[src/verilog/mips_defines.svh]
`ifndef MIPS_DEFINES_SVH
`define MIPS_DEFINES_SVH

// First fetch address after reset
`define MIPS_RESET_PC 32'h0000_3000

// Data memory depth in words
`define MIPS_DM_WORDS 1024

// Primary opcodes, instr[31:26]
`define OP_SPECIAL 6'b000000
`define OP_ORI     6'b001101
`define OP_LUI     6'b001111
`define OP_LW      6'b100011
`define OP_SW      6'b101011
`define OP_BEQ     6'b000100
`define OP_JAL     6'b000011

// Function codes for OP_SPECIAL, instr[5:0]
`define FN_ADDU 6'b100001
`define FN_SUBU 6'b100011
`define FN_JR   6'b001000

`endif

[src/verilog/mipsPkg.sv]
package mipsPkg;

    typedef enum logic [1:0] {
        ALU_ADD,
        ALU_SUB,
        ALU_OR,
        ALU_LUI
    } aluOpT;

    // Source of the value written back
    typedef enum logic [1:0] {
        RES_ALU,
        RES_MEM,
        RES_PC8
    } resSrcT;

    // Operand source picked by the forwarding logic
    typedef enum logic [1:0] {
        FWD_REG,
        FWD_E,
        FWD_M,
        FWD_W
    } fwdSelT;

    // Decoded controls, rebuilt in every stage from the instruction word
    typedef struct packed {
        logic [4:0]  rs;
        logic [4:0]  rt;
        logic [4:0]  dst;
        logic [15:0] imm16;
        logic [25:0] index;
        logic        signExt;
        aluOpT       aluOp;
        logic        aluImm;
        logic        regWrite;
        logic        memWrite;
        resSrcT      resSrc;
        logic        isBeq;
        logic        isJal;
        logic        isJr;
        logic        useRs;
        logic        useRt;
        // Cycles after execute until the result exists
        logic [1:0]  tNew;
    } ctrlT;

    typedef struct packed {
        logic [31:0] instr;
        logic [31:0] pc;
        logic [31:0] rsVal;
        logic [31:0] rtVal;
        logic [31:0] extImm;
    } dePayT;

    typedef struct packed {
        logic [31:0] instr;
        logic [31:0] pc;
        logic [31:0] aluRes;
        logic [31:0] storeData;
    } emPayT;

    typedef struct packed {
        logic [31:0] instr;
        logic [31:0] pc;
        logic [31:0] aluRes;
        logic [31:0] loadData;
    } mwPayT;

    typedef struct packed {
        logic        valid;
        logic [31:0] pc;
        logic [4:0]  regNum;
        logic [31:0] data;
    } regTraceT;

    typedef struct packed {
        logic        valid;
        logic [31:0] pc;
        logic [31:0] addr;
        logic [31:0] data;
    } memTraceT;

endpackage

[src/verilog/executeStage.sv]
module executeStage (
    input  mipsPkg::ctrlT ctrl,
    input  logic [31:0]   srcA,
    input  logic [31:0]   srcB,
    input  logic [31:0]   extImm,
    output logic [31:0]   result
);

    logic [31:0] opB;

    assign opB = ctrl.aluImm ? extImm : srcB;

    // addu and subu wrap, no overflow trap
    always_comb begin
        case (ctrl.aluOp)
            mipsPkg::ALU_ADD: result = srcA + opB;
            mipsPkg::ALU_SUB: result = srcA - opB;
            mipsPkg::ALU_OR:  result = srcA | opB;
            mipsPkg::ALU_LUI: result = {opB[15:0], 16'h0000};
            default:          result = srcA + opB;
        endcase
    end

endmodule

[config.mk]
export PLATFORM = sky130hd
export DESIGN_NAME = executeStage
export DESIGN_NICKNAME = d
export VERILOG_FILES = /design/src/verilog/mips_defines.svh /design/src/verilog/mipsPkg.sv /design/src/verilog/executeStage.sv
export SDC_FILE = /design/constraint.sdc
export NUM_CORES = 1
export LEC_CHECK = 0
export BUFFER_PORTS_ARGS = -buffer_cell sky130_fd_sc_hd__buf_2
export CELL_PAD_IN_SITES_DETAIL_PLACEMENT = 1
export CELL_PAD_IN_SITES_GLOBAL_PLACEMENT = 2
export CORE_MARGIN = 8
export CORE_UTILIZATION = 23
export DETAILED_ROUTE_END_ITERATION = 6
export PLACE_DENSITY_LB_ADDON = 0.1
export SLEW_MARGIN = 15
export SYNTH_ARGS = -nofsm -noshare
export SYNTH_HDL_FRONTEND = slang
export SYNTH_SLANG_ARGS = --single-unit
[constraint.sdc]
create_clock -name vclk -period 5.4
set_input_delay 0.27 -clock vclk [all_inputs]
set_output_delay 0.27 -clock vclk [all_outputs]
set_load 0.05 [all_outputs]
==> results of run 1 <==
-- critical path, delay by kind of cell --
| family | cells | cell delay, ns |
|---|---|---|
| AND/OR/NAND/NOR | 4 | 1.28 |
| adder cells (fa/ha/maj) | 1 | 0.35 |
| XOR/XNOR | 2 | 0.26 |
| buffers and inverters | 3 | 0.80 |
| AO/OA/AOI/OAI | 7 | 1.75 |
-- power breakdown --
group / switching [mW] / internal, mW / leakage, nW
registers: 0 / 0 / 0
clock network: 0 / 0.0000000495 / 0.0000127
logic: 0.560 / 0.297 / 2.04
total: 0.560 / 0.297 / 2.04
-- cell type report --
type	instances	share of cell area [%]
inverters	17	1.406
multi-input cells	483	75.10
diodes	2	0.1103
well taps	188	5.183
repair buffers	150	18.20
-- layer usage --
layer,wire length [um],track usage (%)
met1,7880,22.17
met2,8205,30.53
met3,834,1.587
met4,31,0.2828
met5,0,0
-- worst paths after layout --
kind | startpoint | endpoint | slack, ns
worst max-delay path | ctrl[11] | result[25] | 0.41
worst min-delay path | srcA[3] | result[3] | 1.04
-- metrics by stage --
step / hold WS [ns] / instance area, um^2
after floorplan: 0.9403 / 3585
after global placement: 1.041 / 4533
after detailed placement: 1.043 / 4533
after CTS: 1.047 / 4533
after global routing: 1.060 / 4533
final: 1.042 / 4538
-- cell families (layout without fill, tap and decap cells) --
group / count (synthesis) / count (layout) / synth area share [%]
buf+inv: 41 / 167 / 4.938
fa+ha+maj: 34 / 34 / 12.12
simple gates: 185 / 185 / 26.62
mux: 38 / 38 / 11.07
compound gates: 175 / 175 / 32.75
other cells: 0 / 2 / 0
xor+xnor: 51 / 51 / 12.50
-- placed cells by master (no fill, tap or decap), types with 3 or more instances in the layout --
| master | n |
|---|---|
| sky130_fd_sc_hd__inv_1 | 17 |
| sky130_fd_sc_hd__mux2_2 | 12 |
| sky130_fd_sc_hd__xor2_1 | 16 |
| sky130_fd_sc_hd__o31ai_1 | 8 |
| sky130_fd_sc_hd__and2_1 | 3 |
| sky130_fd_sc_hd__a21oi_1 | 37 |
| sky130_fd_sc_hd__nor4_1 | 3 |
| sky130_fd_sc_hd__buf_2 | 130 |
| sky130_fd_sc_hd__ha_1 | 33 |
| sky130_fd_sc_hd__a21o_1 | 11 |
| sky130_fd_sc_hd__a2111oi_0 | 3 |
| sky130_fd_sc_hd__xnor2_1 | 35 |
| sky130_fd_sc_hd__nand2b_1 | 15 |
| sky130_fd_sc_hd__o211ai_1 | 11 |
| sky130_fd_sc_hd__a211oi_1 | 5 |
| sky130_fd_sc_hd__o21bai_1 | 3 |
| sky130_fd_sc_hd__and3_1 | 7 |
| sky130_fd_sc_hd__a22oi_1 | 12 |
| sky130_fd_sc_hd__nand2_1 | 44 |
| sky130_fd_sc_hd__nand3_1 | 13 |
| sky130_fd_sc_hd__o21a_1 | 3 |
| sky130_fd_sc_hd__nor3_1 | 20 |
| sky130_fd_sc_hd__a21boi_0 | 3 |
| sky130_fd_sc_hd__buf_4 | 18 |
| sky130_fd_sc_hd__nor2b_1 | 3 |
| sky130_fd_sc_hd__o21ai_0 | 45 |
| sky130_fd_sc_hd__o311ai_0 | 3 |
| sky130_fd_sc_hd__nor3b_1 | 3 |
| sky130_fd_sc_hd__a31oi_1 | 8 |
| sky130_fd_sc_hd__o21ai_2 | 3 |
| sky130_fd_sc_hd__or3_1 | 3 |
| sky130_fd_sc_hd__mux2i_1 | 26 |
| sky130_fd_sc_hd__nor2_1 | 52 |
| sky130_fd_sc_hd__nand3b_1 | 4 |
==> results.md, run 1 <==
| Result | Reported |
|---|---|
| Run status | finished, final reports clean |
| Number of global-route vias before repair | 4835 |
| Most repeated library cell on the critical path | sky130_fd_sc_hd__buf_2 |
| HPWL reported at the end of detailed placement | 14540 um |
| Post-Route Utilization | 29.85% |
| Maximum number of pins on one net before global-route repair | 70 |
| Minimum clock period | 4.991 ns |
| Multi-input combinational cell area | 3408 um^2 |
| CP Cell Sequence | buf_2 > nor4b_2 > o22ai_1 > nor4_4 > buf_4 > nor2_1 > xor2_1 > ha_1 > a21o_1 > a31oi_1 > or3b_1 > o21ai_2 > o21ai_1 > a311o_1 > xnor2_1 > o21ai_0 > buf_2 |
| Depth of the worst hold-timing path | 4 |
| Global-route congestion overflow total | 0 |
| Unrepaired setup endpoints after global routing | no |
| Count of boundary I/O pins | 200 |
| Mean number of vias per cell | 5.268 |
| WL per Instance | 20.18 um |
| Tightest slew margin relative to the limit | 52.51% |
| Fraction of final layout cells sized beyond drive strength 1 | 27.38% |
| Worst-case setup margin in the final layout | 0.4091 ns |
| Cts hold-fix bufs | 0 |
| Crit path max fanout | 13 |
| Number of max-cap violations | 0 |
| Die boundary width | 140.6 um |
| CP Data Arrival Time | 4.72 ns |
| Sequential share of the synthesized area | 0% |
| Area growth from synthesis to final layout | 27.04% |
| Worst Setup Start Kind | primary input |
| Cell count after synthesis | 524 |
| Post-CTS Repair Setup Buffers | 0 |
| Share of the synthesized area in the top cell type | 11.56% |
| Total number of yosys warnings | 0 |
| Final Net Count | 854 |
| Area of the mapped netlist | 3572 um^2 |
| # fillers | 1941 |
| Footprint of the flip-flops and latches | 0 um^2 |
| Die area | 19780 um^2 |
| Leading post-synthesis cells by instance count | sky130_fd_sc_hd__nor2_1, sky130_fd_sc_hd__o21ai_0, sky130_fd_sc_hd__nand2_1, sky130_fd_sc_hd__a21oi_1, sky130_fd_sc_hd__xnor2_1 |
| Worst Path Class, Setup | primary input to primary output |
| Synthesized area per cell | 6.817 um^2 |
| Area contributors post-synth | sky130_fd_sc_hd__ha_1, sky130_fd_sc_hd__xnor2_1, sky130_fd_sc_hd__mux2i_1 |
| Placed cell count | 838 |
| Post-synth net total | 726 |
| Endpoint kind of the worst setup timing path | primary output |
| Post-layout instance count excluding filler cells | 840 |
| Global-route wire length before repair | 27230 um |
| Data required, critical path | 5.13 ns |
| RePlAce Congestion | 0.8198 |
| Slowest Stage Delay on Critical Path | 0.47 ns |
| Final period util | 92.42% |
| DRC | 0 |
| Final setup fails | 0 |
| Post-cts repair resize count | 0 |
| Total number of vias | 4425 |
| Rows | 45 |
| Count of pins over their slew limit | 0 |
| Peak supply drop | 77.60 uV |
| Number of hold-slack violations in the final timing report | 0 |
| Post-DRT Antenna Nets | 0 |
| Clock buffer count in the final layout | 0 |
| Setup_tns | 0 ns |
| Core ar. | 15200 um^2 |
| 1st-pass router iterations | 4 |
| Count of unique library cells instantiated by Yosys | 66 |
| FMAX | 0.2004 GHz |
| Number of port buffers | 131 |
| Worst-Margin Slew | 0.7123 ns |
| Final Total Pwr | 0.8569 mW |
| Initial cell density of the core | 23.50% |
| Die height | 140.6 um |
| Global-route usage over all layers | 16.82% |
| Ratio of total power to cell area | 188.8 nW/um^2 |
| Worst Hold Class | primary input to primary output |
| Routed wire length | 16950 um |
| Number of antenna violations at the first check in global routing | 0 |
| Standard cell with the maximum stage delay on the critical path | sky130_fd_sc_hd__nor4_4 |
| Setup slack after placement | 0.3724 ns |
| FF+latch count | 0 |
| Most common cell in the synthesized netlist | sky130_fd_sc_hd__nor2_1 |
| Cell type with the largest total area after synthesis | sky130_fd_sc_hd__ha_1 |
| Leakage power summed over all cells | 2.037 nW |
| Initial detailed-routing violation count | 126 |
(Power assumes the default switching activity.)
==> run 2: changes to the inputs <==
--- a/config.mk
+++ b/config.mk
@@ -8,6 +8,7 @@
 export BUFFER_PORTS_ARGS = -buffer_cell sky130_fd_sc_hd__buf_2
 export CELL_PAD_IN_SITES_DETAIL_PLACEMENT = 1
 export CELL_PAD_IN_SITES_GLOBAL_PLACEMENT = 2
+export CORE_ASPECT_RATIO = 1.1
 export CORE_MARGIN = 8
 export CORE_UTILIZATION = 23
 export DETAILED_ROUTE_END_ITERATION = 6
==> results.md, run 2 (synthesis results as in run 1) <==
| Result | Reported | Change |
|---|---|---|
| Run status | finished, final reports clean |  |
| RePlAce Congestion | 0.8551 | +4.3% |
| Mean number of vias per cell | 5.266 | about the same |
| Depth of the worst hold-timing path | 4 | unchanged |
| Post-DRT Antenna Nets | 0 | unchanged |
| Fraction of final layout cells sized beyond drive strength 1 | 27.38% | unchanged |
| Area growth from synthesis to final layout | 26.48% |  |
| Global-route congestion overflow total | 0 | unchanged |
| Die height | 146.7 um | +4.3% |
| Final Instance Area | 4518 um^2 | -0.44% |
| Final setup fails | 0 | unchanged |
| Highest-count cells in the layout ignoring fill and taps | sky130_fd_sc_hd__buf_2, sky130_fd_sc_hd__nor2_1, sky130_fd_sc_hd__o21ai_0 |  |
| Post-cts repair resize count | 0 | unchanged |
| CP Data Arrival Time | 4.62 ns | -0.10 ns |
| Final period util | 90.59% | -1.8 points |
| Global-route usage over all layers | 16.96% | +0.13 points |
| Met2 layer usage reported by global route | 31.43% | +0.90 points |
| Crit path max fanout | 9 | -4 |
| 1st-pass router iterations | 4 | unchanged |
| Footprint of the flip-flops and latches | 0 um^2 | unchanged |
| Worst Path Class, Setup | primary input to primary output |  |
| Placed cell count | 846 | +0.95% |
| Initial detailed-routing violation count | 140 | +11% |
| Tightest slew margin relative to the limit | 54.68% | +2.2 points |
| Clock buffer count in the final layout | 0 | unchanged |
| Final Net Count | 854 | unchanged |
| Rows | 47 | +4.4% |
| Leading cell type in the layout, fill and taps excluded | sky130_fd_sc_hd__buf_2 |  |
| Maximum number of pins on one net before global-route repair | 50 | -29% |
| Worst Hold Class | primary input to primary output |  |
| GRT busiest layer | met2 |  |
| Worst Hold Slack | 1.042 ns | +0.0004100 ns |
| Area post-placement | 4516 um^2 | -0.39% |
| Die area | 19780 um^2 | about the same |
| Minimum clock period | 4.892 ns | -0.09926 ns |
| Count of pins over their slew limit | 0 | unchanged |
| Die boundary width | 134.8 um | -4.1% |
| Peak supply drop | 82.18 uV | +5.9% |
| Count of boundary I/O pins | 200 | unchanged |
| Routed wire length | 17480 um | +3.1% |
| Data required, critical path | 5.13 ns | about the same |
| Worst-case setup margin in the final layout | 0.5083 ns | +0.09926 ns |
| Number of global-route vias before repair | 4824 | -0.23% |
| Number of hold-slack violations in the final timing report | 0 | unchanged |
| Number of port buffers | 131 | unchanged |
| DRC | 0 | unchanged |
| Cts hold-fix bufs | 0 | unchanged |
| Worst Setup Start Kind | primary input |  |
| Global-route wire length before repair | 27040 um | -0.71% |
| Leakage power summed over all cells | 2.027 nW | -0.52% |
| Ratio of total power to cell area | 187.6 nW/um^2 | -0.65% |
| Core ar. | 15110 um^2 | -0.58% |
| Post-CTS Repair Setup Buffers | 0 | unchanged |
| Met1 track demand over resource | 20.89% | -1.3 points |
| Number of max-cap violations | 0 | unchanged |
| Unrepaired setup endpoints after global routing | no |  |
| Initial cell density of the core | 23.64% | +0.14 points |
| Setup_tns | 0 ns | unchanged |
| WL per Instance | 20.63 um | +2.2% |
| Number of antenna violations at the first check in global routing | 1 | +1 |
| FMAX | 0.2044 GHz | +2.0% |
| Global routing met3 resource utilization | 1.774% | +0.19 points |
| HPWL reported at the end of detailed placement | 15190 um | +4.5% |
| Post-layout instance count excluding filler cells | 847 | +0.83% |
| FF+latch count | 0 | unchanged |
| Setup slack after placement | 0.4475 ns | +0.07506 ns |
| Total number of vias | 4460 | +0.79% |
| Worst-Margin Slew | 0.6773 ns | -0.03499 ns |
| Endpoint kind of the worst setup timing path | primary output |  |
run 2: metal layers:
layer | vias up | part of all wire [%] | wire (um)
li1 | 2207 | - | -
met3 | 9 | 5.1 | 898
met1 | 2137 | 43 | 7502
met2 | 107 | 51 | 8884
met5 | - | 0 | 0
met4 | 0 | 1.1 | 191
run 2: through the flow:
step	total power, mW	utilization, %
3_3_place_gp	0.8446	29.88
6_report	0.8476	29.89
3_5_place_dp	0.8543	29.88
2_1_floorplan	0.6092	-
5_1_grt	0.9262	29.89
4_1_cts	0.8586	29.88
run 2: layout make-up:
cell class	instances	area, um^2
fill	1968	10600
multi-input combinational	483	3408
tap	196	245.2
inverter	17	63.81
timing repair buffer	150	798.3
antenna	1	2.502
run 2: report_power, final:
part	internal, mW	switching [mW]	leakage [nW]
Combinational	0.288	0.560	2.03
Clock	0.0000000248	0	0.00000634
Sequential	0	0	0
run 2: final timing paths:
check                 from    endpoint  slack, ns
setup / recovery  ctrl[11]  result[30]       0.51
hold / removal     srcA[2]   result[2]       1.04
run 2: worst max-delay path, cell delays in order:
cell and delay (ns):
sky130_fd_sc_hd__buf_2 0.16, sky130_fd_sc_hd__nor4_2 0.38, sky130_fd_sc_hd__o22ai_1 0.22, sky130_fd_sc_hd__buf_4 0.18, sky130_fd_sc_hd__or2_2 0.31, sky130_fd_sc_hd__nand2_1 0.09
sky130_fd_sc_hd__xnor2_1 0.08, sky130_fd_sc_hd__ha_1 0.39, sky130_fd_sc_hd__a2111oi_0 0.48, sky130_fd_sc_hd__a21oi_1 0.12, sky130_fd_sc_hd__o211a_1 0.20, sky130_fd_sc_hd__a221oi_2 0.42
sky130_fd_sc_hd__o21ai_2 0.19, sky130_fd_sc_hd__a221oi_4 0.42, sky130_fd_sc_hd__a31oi_1 0.17, sky130_fd_sc_hd__o311ai_2 0.23, sky130_fd_sc_hd__buf_2 0.31
==> run 3: changes to the inputs <==
--- a/config.mk
+++ b/config.mk
@@ -6,13 +6,11 @@
 export NUM_CORES = 1
 export LEC_CHECK = 0
 export BUFFER_PORTS_ARGS = -buffer_cell sky130_fd_sc_hd__buf_2
-export CELL_PAD_IN_SITES_DETAIL_PLACEMENT = 1
-export CELL_PAD_IN_SITES_GLOBAL_PLACEMENT = 2
 export CORE_ASPECT_RATIO = 1.1
 export CORE_MARGIN = 8
-export CORE_UTILIZATION = 23
+export CORE_UTILIZATION = 47
 export DETAILED_ROUTE_END_ITERATION = 6
-export PLACE_DENSITY_LB_ADDON = 0.1
+export PLACE_DENSITY = 0.84
 export SLEW_MARGIN = 15
 export SYNTH_ARGS = -nofsm -noshare
 export SYNTH_HDL_FRONTEND = slang
==> results.md, run 3 (synthesis results as in run 1) <==
| Result | Reported | Change |
|---|---|---|
| Leakage power summed over all cells | 1.978 nW | -2.4% |
| Number of port buffers | 131 | unchanged |
| Maximum number of pins on one net before global-route repair | 70 | +40% |
| Global-route usage over all layers | 23.35% | +6.4 points |
| Count of boundary I/O pins | 200 | unchanged |
| Run status | finished, final reports clean |  |
| 1st-pass router iterations | 5 | +1 |
| Worst Setup Start Kind | primary input |  |
| FMAX | 0.1999 GHz | -2.2% |
| Die height | 107.4 um | -27% |
| Footprint of the flip-flops and latches | 0 um^2 | unchanged |
| Number of antenna diodes | 0 | -1 |
| Routed wire length | 13150 um | -25% |
| Global-route congestion overflow total | 0 | unchanged |
| Depth of the worst hold-timing path | 4 | unchanged |
| Worst setup path start | ctrl[11] |  |
| Mean number of vias per cell | 6.309 | +20% |
| Final Total Pwr | 0.8151 mW | -3.8% |
| Data required, critical path | 5.13 ns | about the same |
| Initial detailed-routing violation count | 323 | +130% |
| Area growth from synthesis to final layout | 20.49% |  |
| Highest-count cells in the layout ignoring fill and taps | sky130_fd_sc_hd__buf_2, sky130_fd_sc_hd__nor2_1, sky130_fd_sc_hd__o21ai_0 |  |
| Final Instance Area | 4304 um^2 | -4.7% |
| Count of pins over their slew limit | 0 | unchanged |
| Core ar. | 7432 um^2 | -51% |
| Final period util | 92.64% | +2.0 points |
| Crit path max fanout | 31 | +22 |
| Initial cell density of the core | 48.06% | +24 points |
| Number of global-route vias before repair | 4491 | -6.9% |
| Final Net Count | 844 | -1.2% |
| Post-Route Utilization | 57.91% | +28 points |
| Hold path start | srcA[3] |  |
| Worst Hold Class | primary input to primary output |  |
| Die area | 10650 um^2 | -46% |
| HPWL reported at the end of detailed placement | 10990 um | -28% |
| CP Data Arrival Time | 4.73 ns | +0.11 ns |
| Unrepaired setup endpoints after global routing | no |  |
| Endpoint kind of the worst setup timing path | primary output |  |
| WL per Instance | 18.08 um | -12% |
| Minimum clock period | 5.002 ns | +0.1106 ns |
| Die boundary width | 99.12 um | -26% |
| Cts hold-fix bufs | 0 | unchanged |
| Worst-Margin Slew | 0.6595 ns | -0.01782 ns |
| DRC | 0 | unchanged |
| Final setup fails | 0 | unchanged |
| Global-route wire length before repair | 21190 um | -22% |
| Clock buffer count in the final layout | 0 | unchanged |
| Post-cts repair resize count | 0 | unchanged |
| Ratio of total power to cell area | 189.4 nW/um^2 | +0.95% |
| Rows | 33 | -30% |
| Fraction of final layout cells sized beyond drive strength 1 | 26.25% | -1.1 points |
| RePlAce Congestion | 0.9474 | +11% |
| Worst Path Class, Setup | primary input to primary output |  |
| Number of antenna violations at the first check in global routing | 0 | -1 |
| FF+latch count | 0 | unchanged |
| Peak supply drop | 120.7 uV | +47% |
| Number of hold-slack violations in the final timing report | 0 | unchanged |
| Area post-placement | 4304 um^2 | -4.7% |
| Setup_tns | 0 ns | unchanged |
| Post-CTS Repair Setup Buffers | 0 | unchanged |
| Tightest slew margin relative to the limit | 56.03% | +1.4 points |
| Leading cell type in the layout, fill and taps excluded | sky130_fd_sc_hd__buf_2 |  |
| Total number of vias | 4587 | +2.8% |
| Number of max-cap violations | 0 | unchanged |
| Post-DRT Antenna Nets | 0 | unchanged |
-- run 3: cell types whose count changed in the layout (fill, tap and decap cells not counted), sizes merged --
cell,change
diode,-1
buf,-10
-- run 3: final timing paths --
| check | end | slack, ns |
|---|---|---|
| worst max-delay path | result[29] | 0.40 |
| worst min-delay path | result[3] | 1.04 |
-- run 3: metal layers --
layer / GRT usage [%] / routed length [um]
met5: 0 / 0
met4: 6.818 / 385
met3: 3.234 / 1035
met2: 42.66 / 6395
met1: 27.56 / 5331
-- run 3: cell type report --
class	count	area, um^2
multi-input cells	483	3408
fillers	734	3128
repair buffers	140	723.2
well taps	87	108.9
inverters	17	63.81
-- run 3: per-stage QoR --
stage          worst slack (ns)  std cells  hold WS [ns]
6_report                 0.3977        727         1.041
5_1_grt                 0.06388        727         1.066
4_1_cts                  0.5022        727         1.045
3_5_place_dp             0.5049        727         1.045
3_3_place_gp             0.6316        727         1.044
2_1_floorplan           0.01762        524        0.9403
-- run 3: worst max-delay path, cell delays in order --
cell and delay [ns]:
sky130_fd_sc_hd__buf_2 0.23, sky130_fd_sc_hd__buf_4 0.29, sky130_fd_sc_hd__buf_4 0.41, sky130_fd_sc_hd__nor4b_1 0.32, sky130_fd_sc_hd__nand2_1 0.13, sky130_fd_sc_hd__nand2_1 0.12
sky130_fd_sc_hd__nand2_1 0.21, sky130_fd_sc_hd__o31ai_1 0.40, sky130_fd_sc_hd__xnor2_1 0.11, sky130_fd_sc_hd__ha_1 0.40, sky130_fd_sc_hd__and3_1 0.21, sky130_fd_sc_hd__and2_1 0.24
sky130_fd_sc_hd__nand4_1 0.11, sky130_fd_sc_hd__o21ai_0 0.50, sky130_fd_sc_hd__a31oi_1 0.18, sky130_fd_sc_hd__xor2_1 0.16, sky130_fd_sc_hd__o21ai_0 0.13, sky130_fd_sc_hd__buf_2 0.29
-- run 3: where the power goes --
part | internal [mW] | switching (mW) | total [mW]
Sequential | 0 | 0 | 0
Combinational | 0.281 | 0.534 | 0.815
Clock | 0 | 0 | 0
Total | 0.281 | 0.534 | 0.815
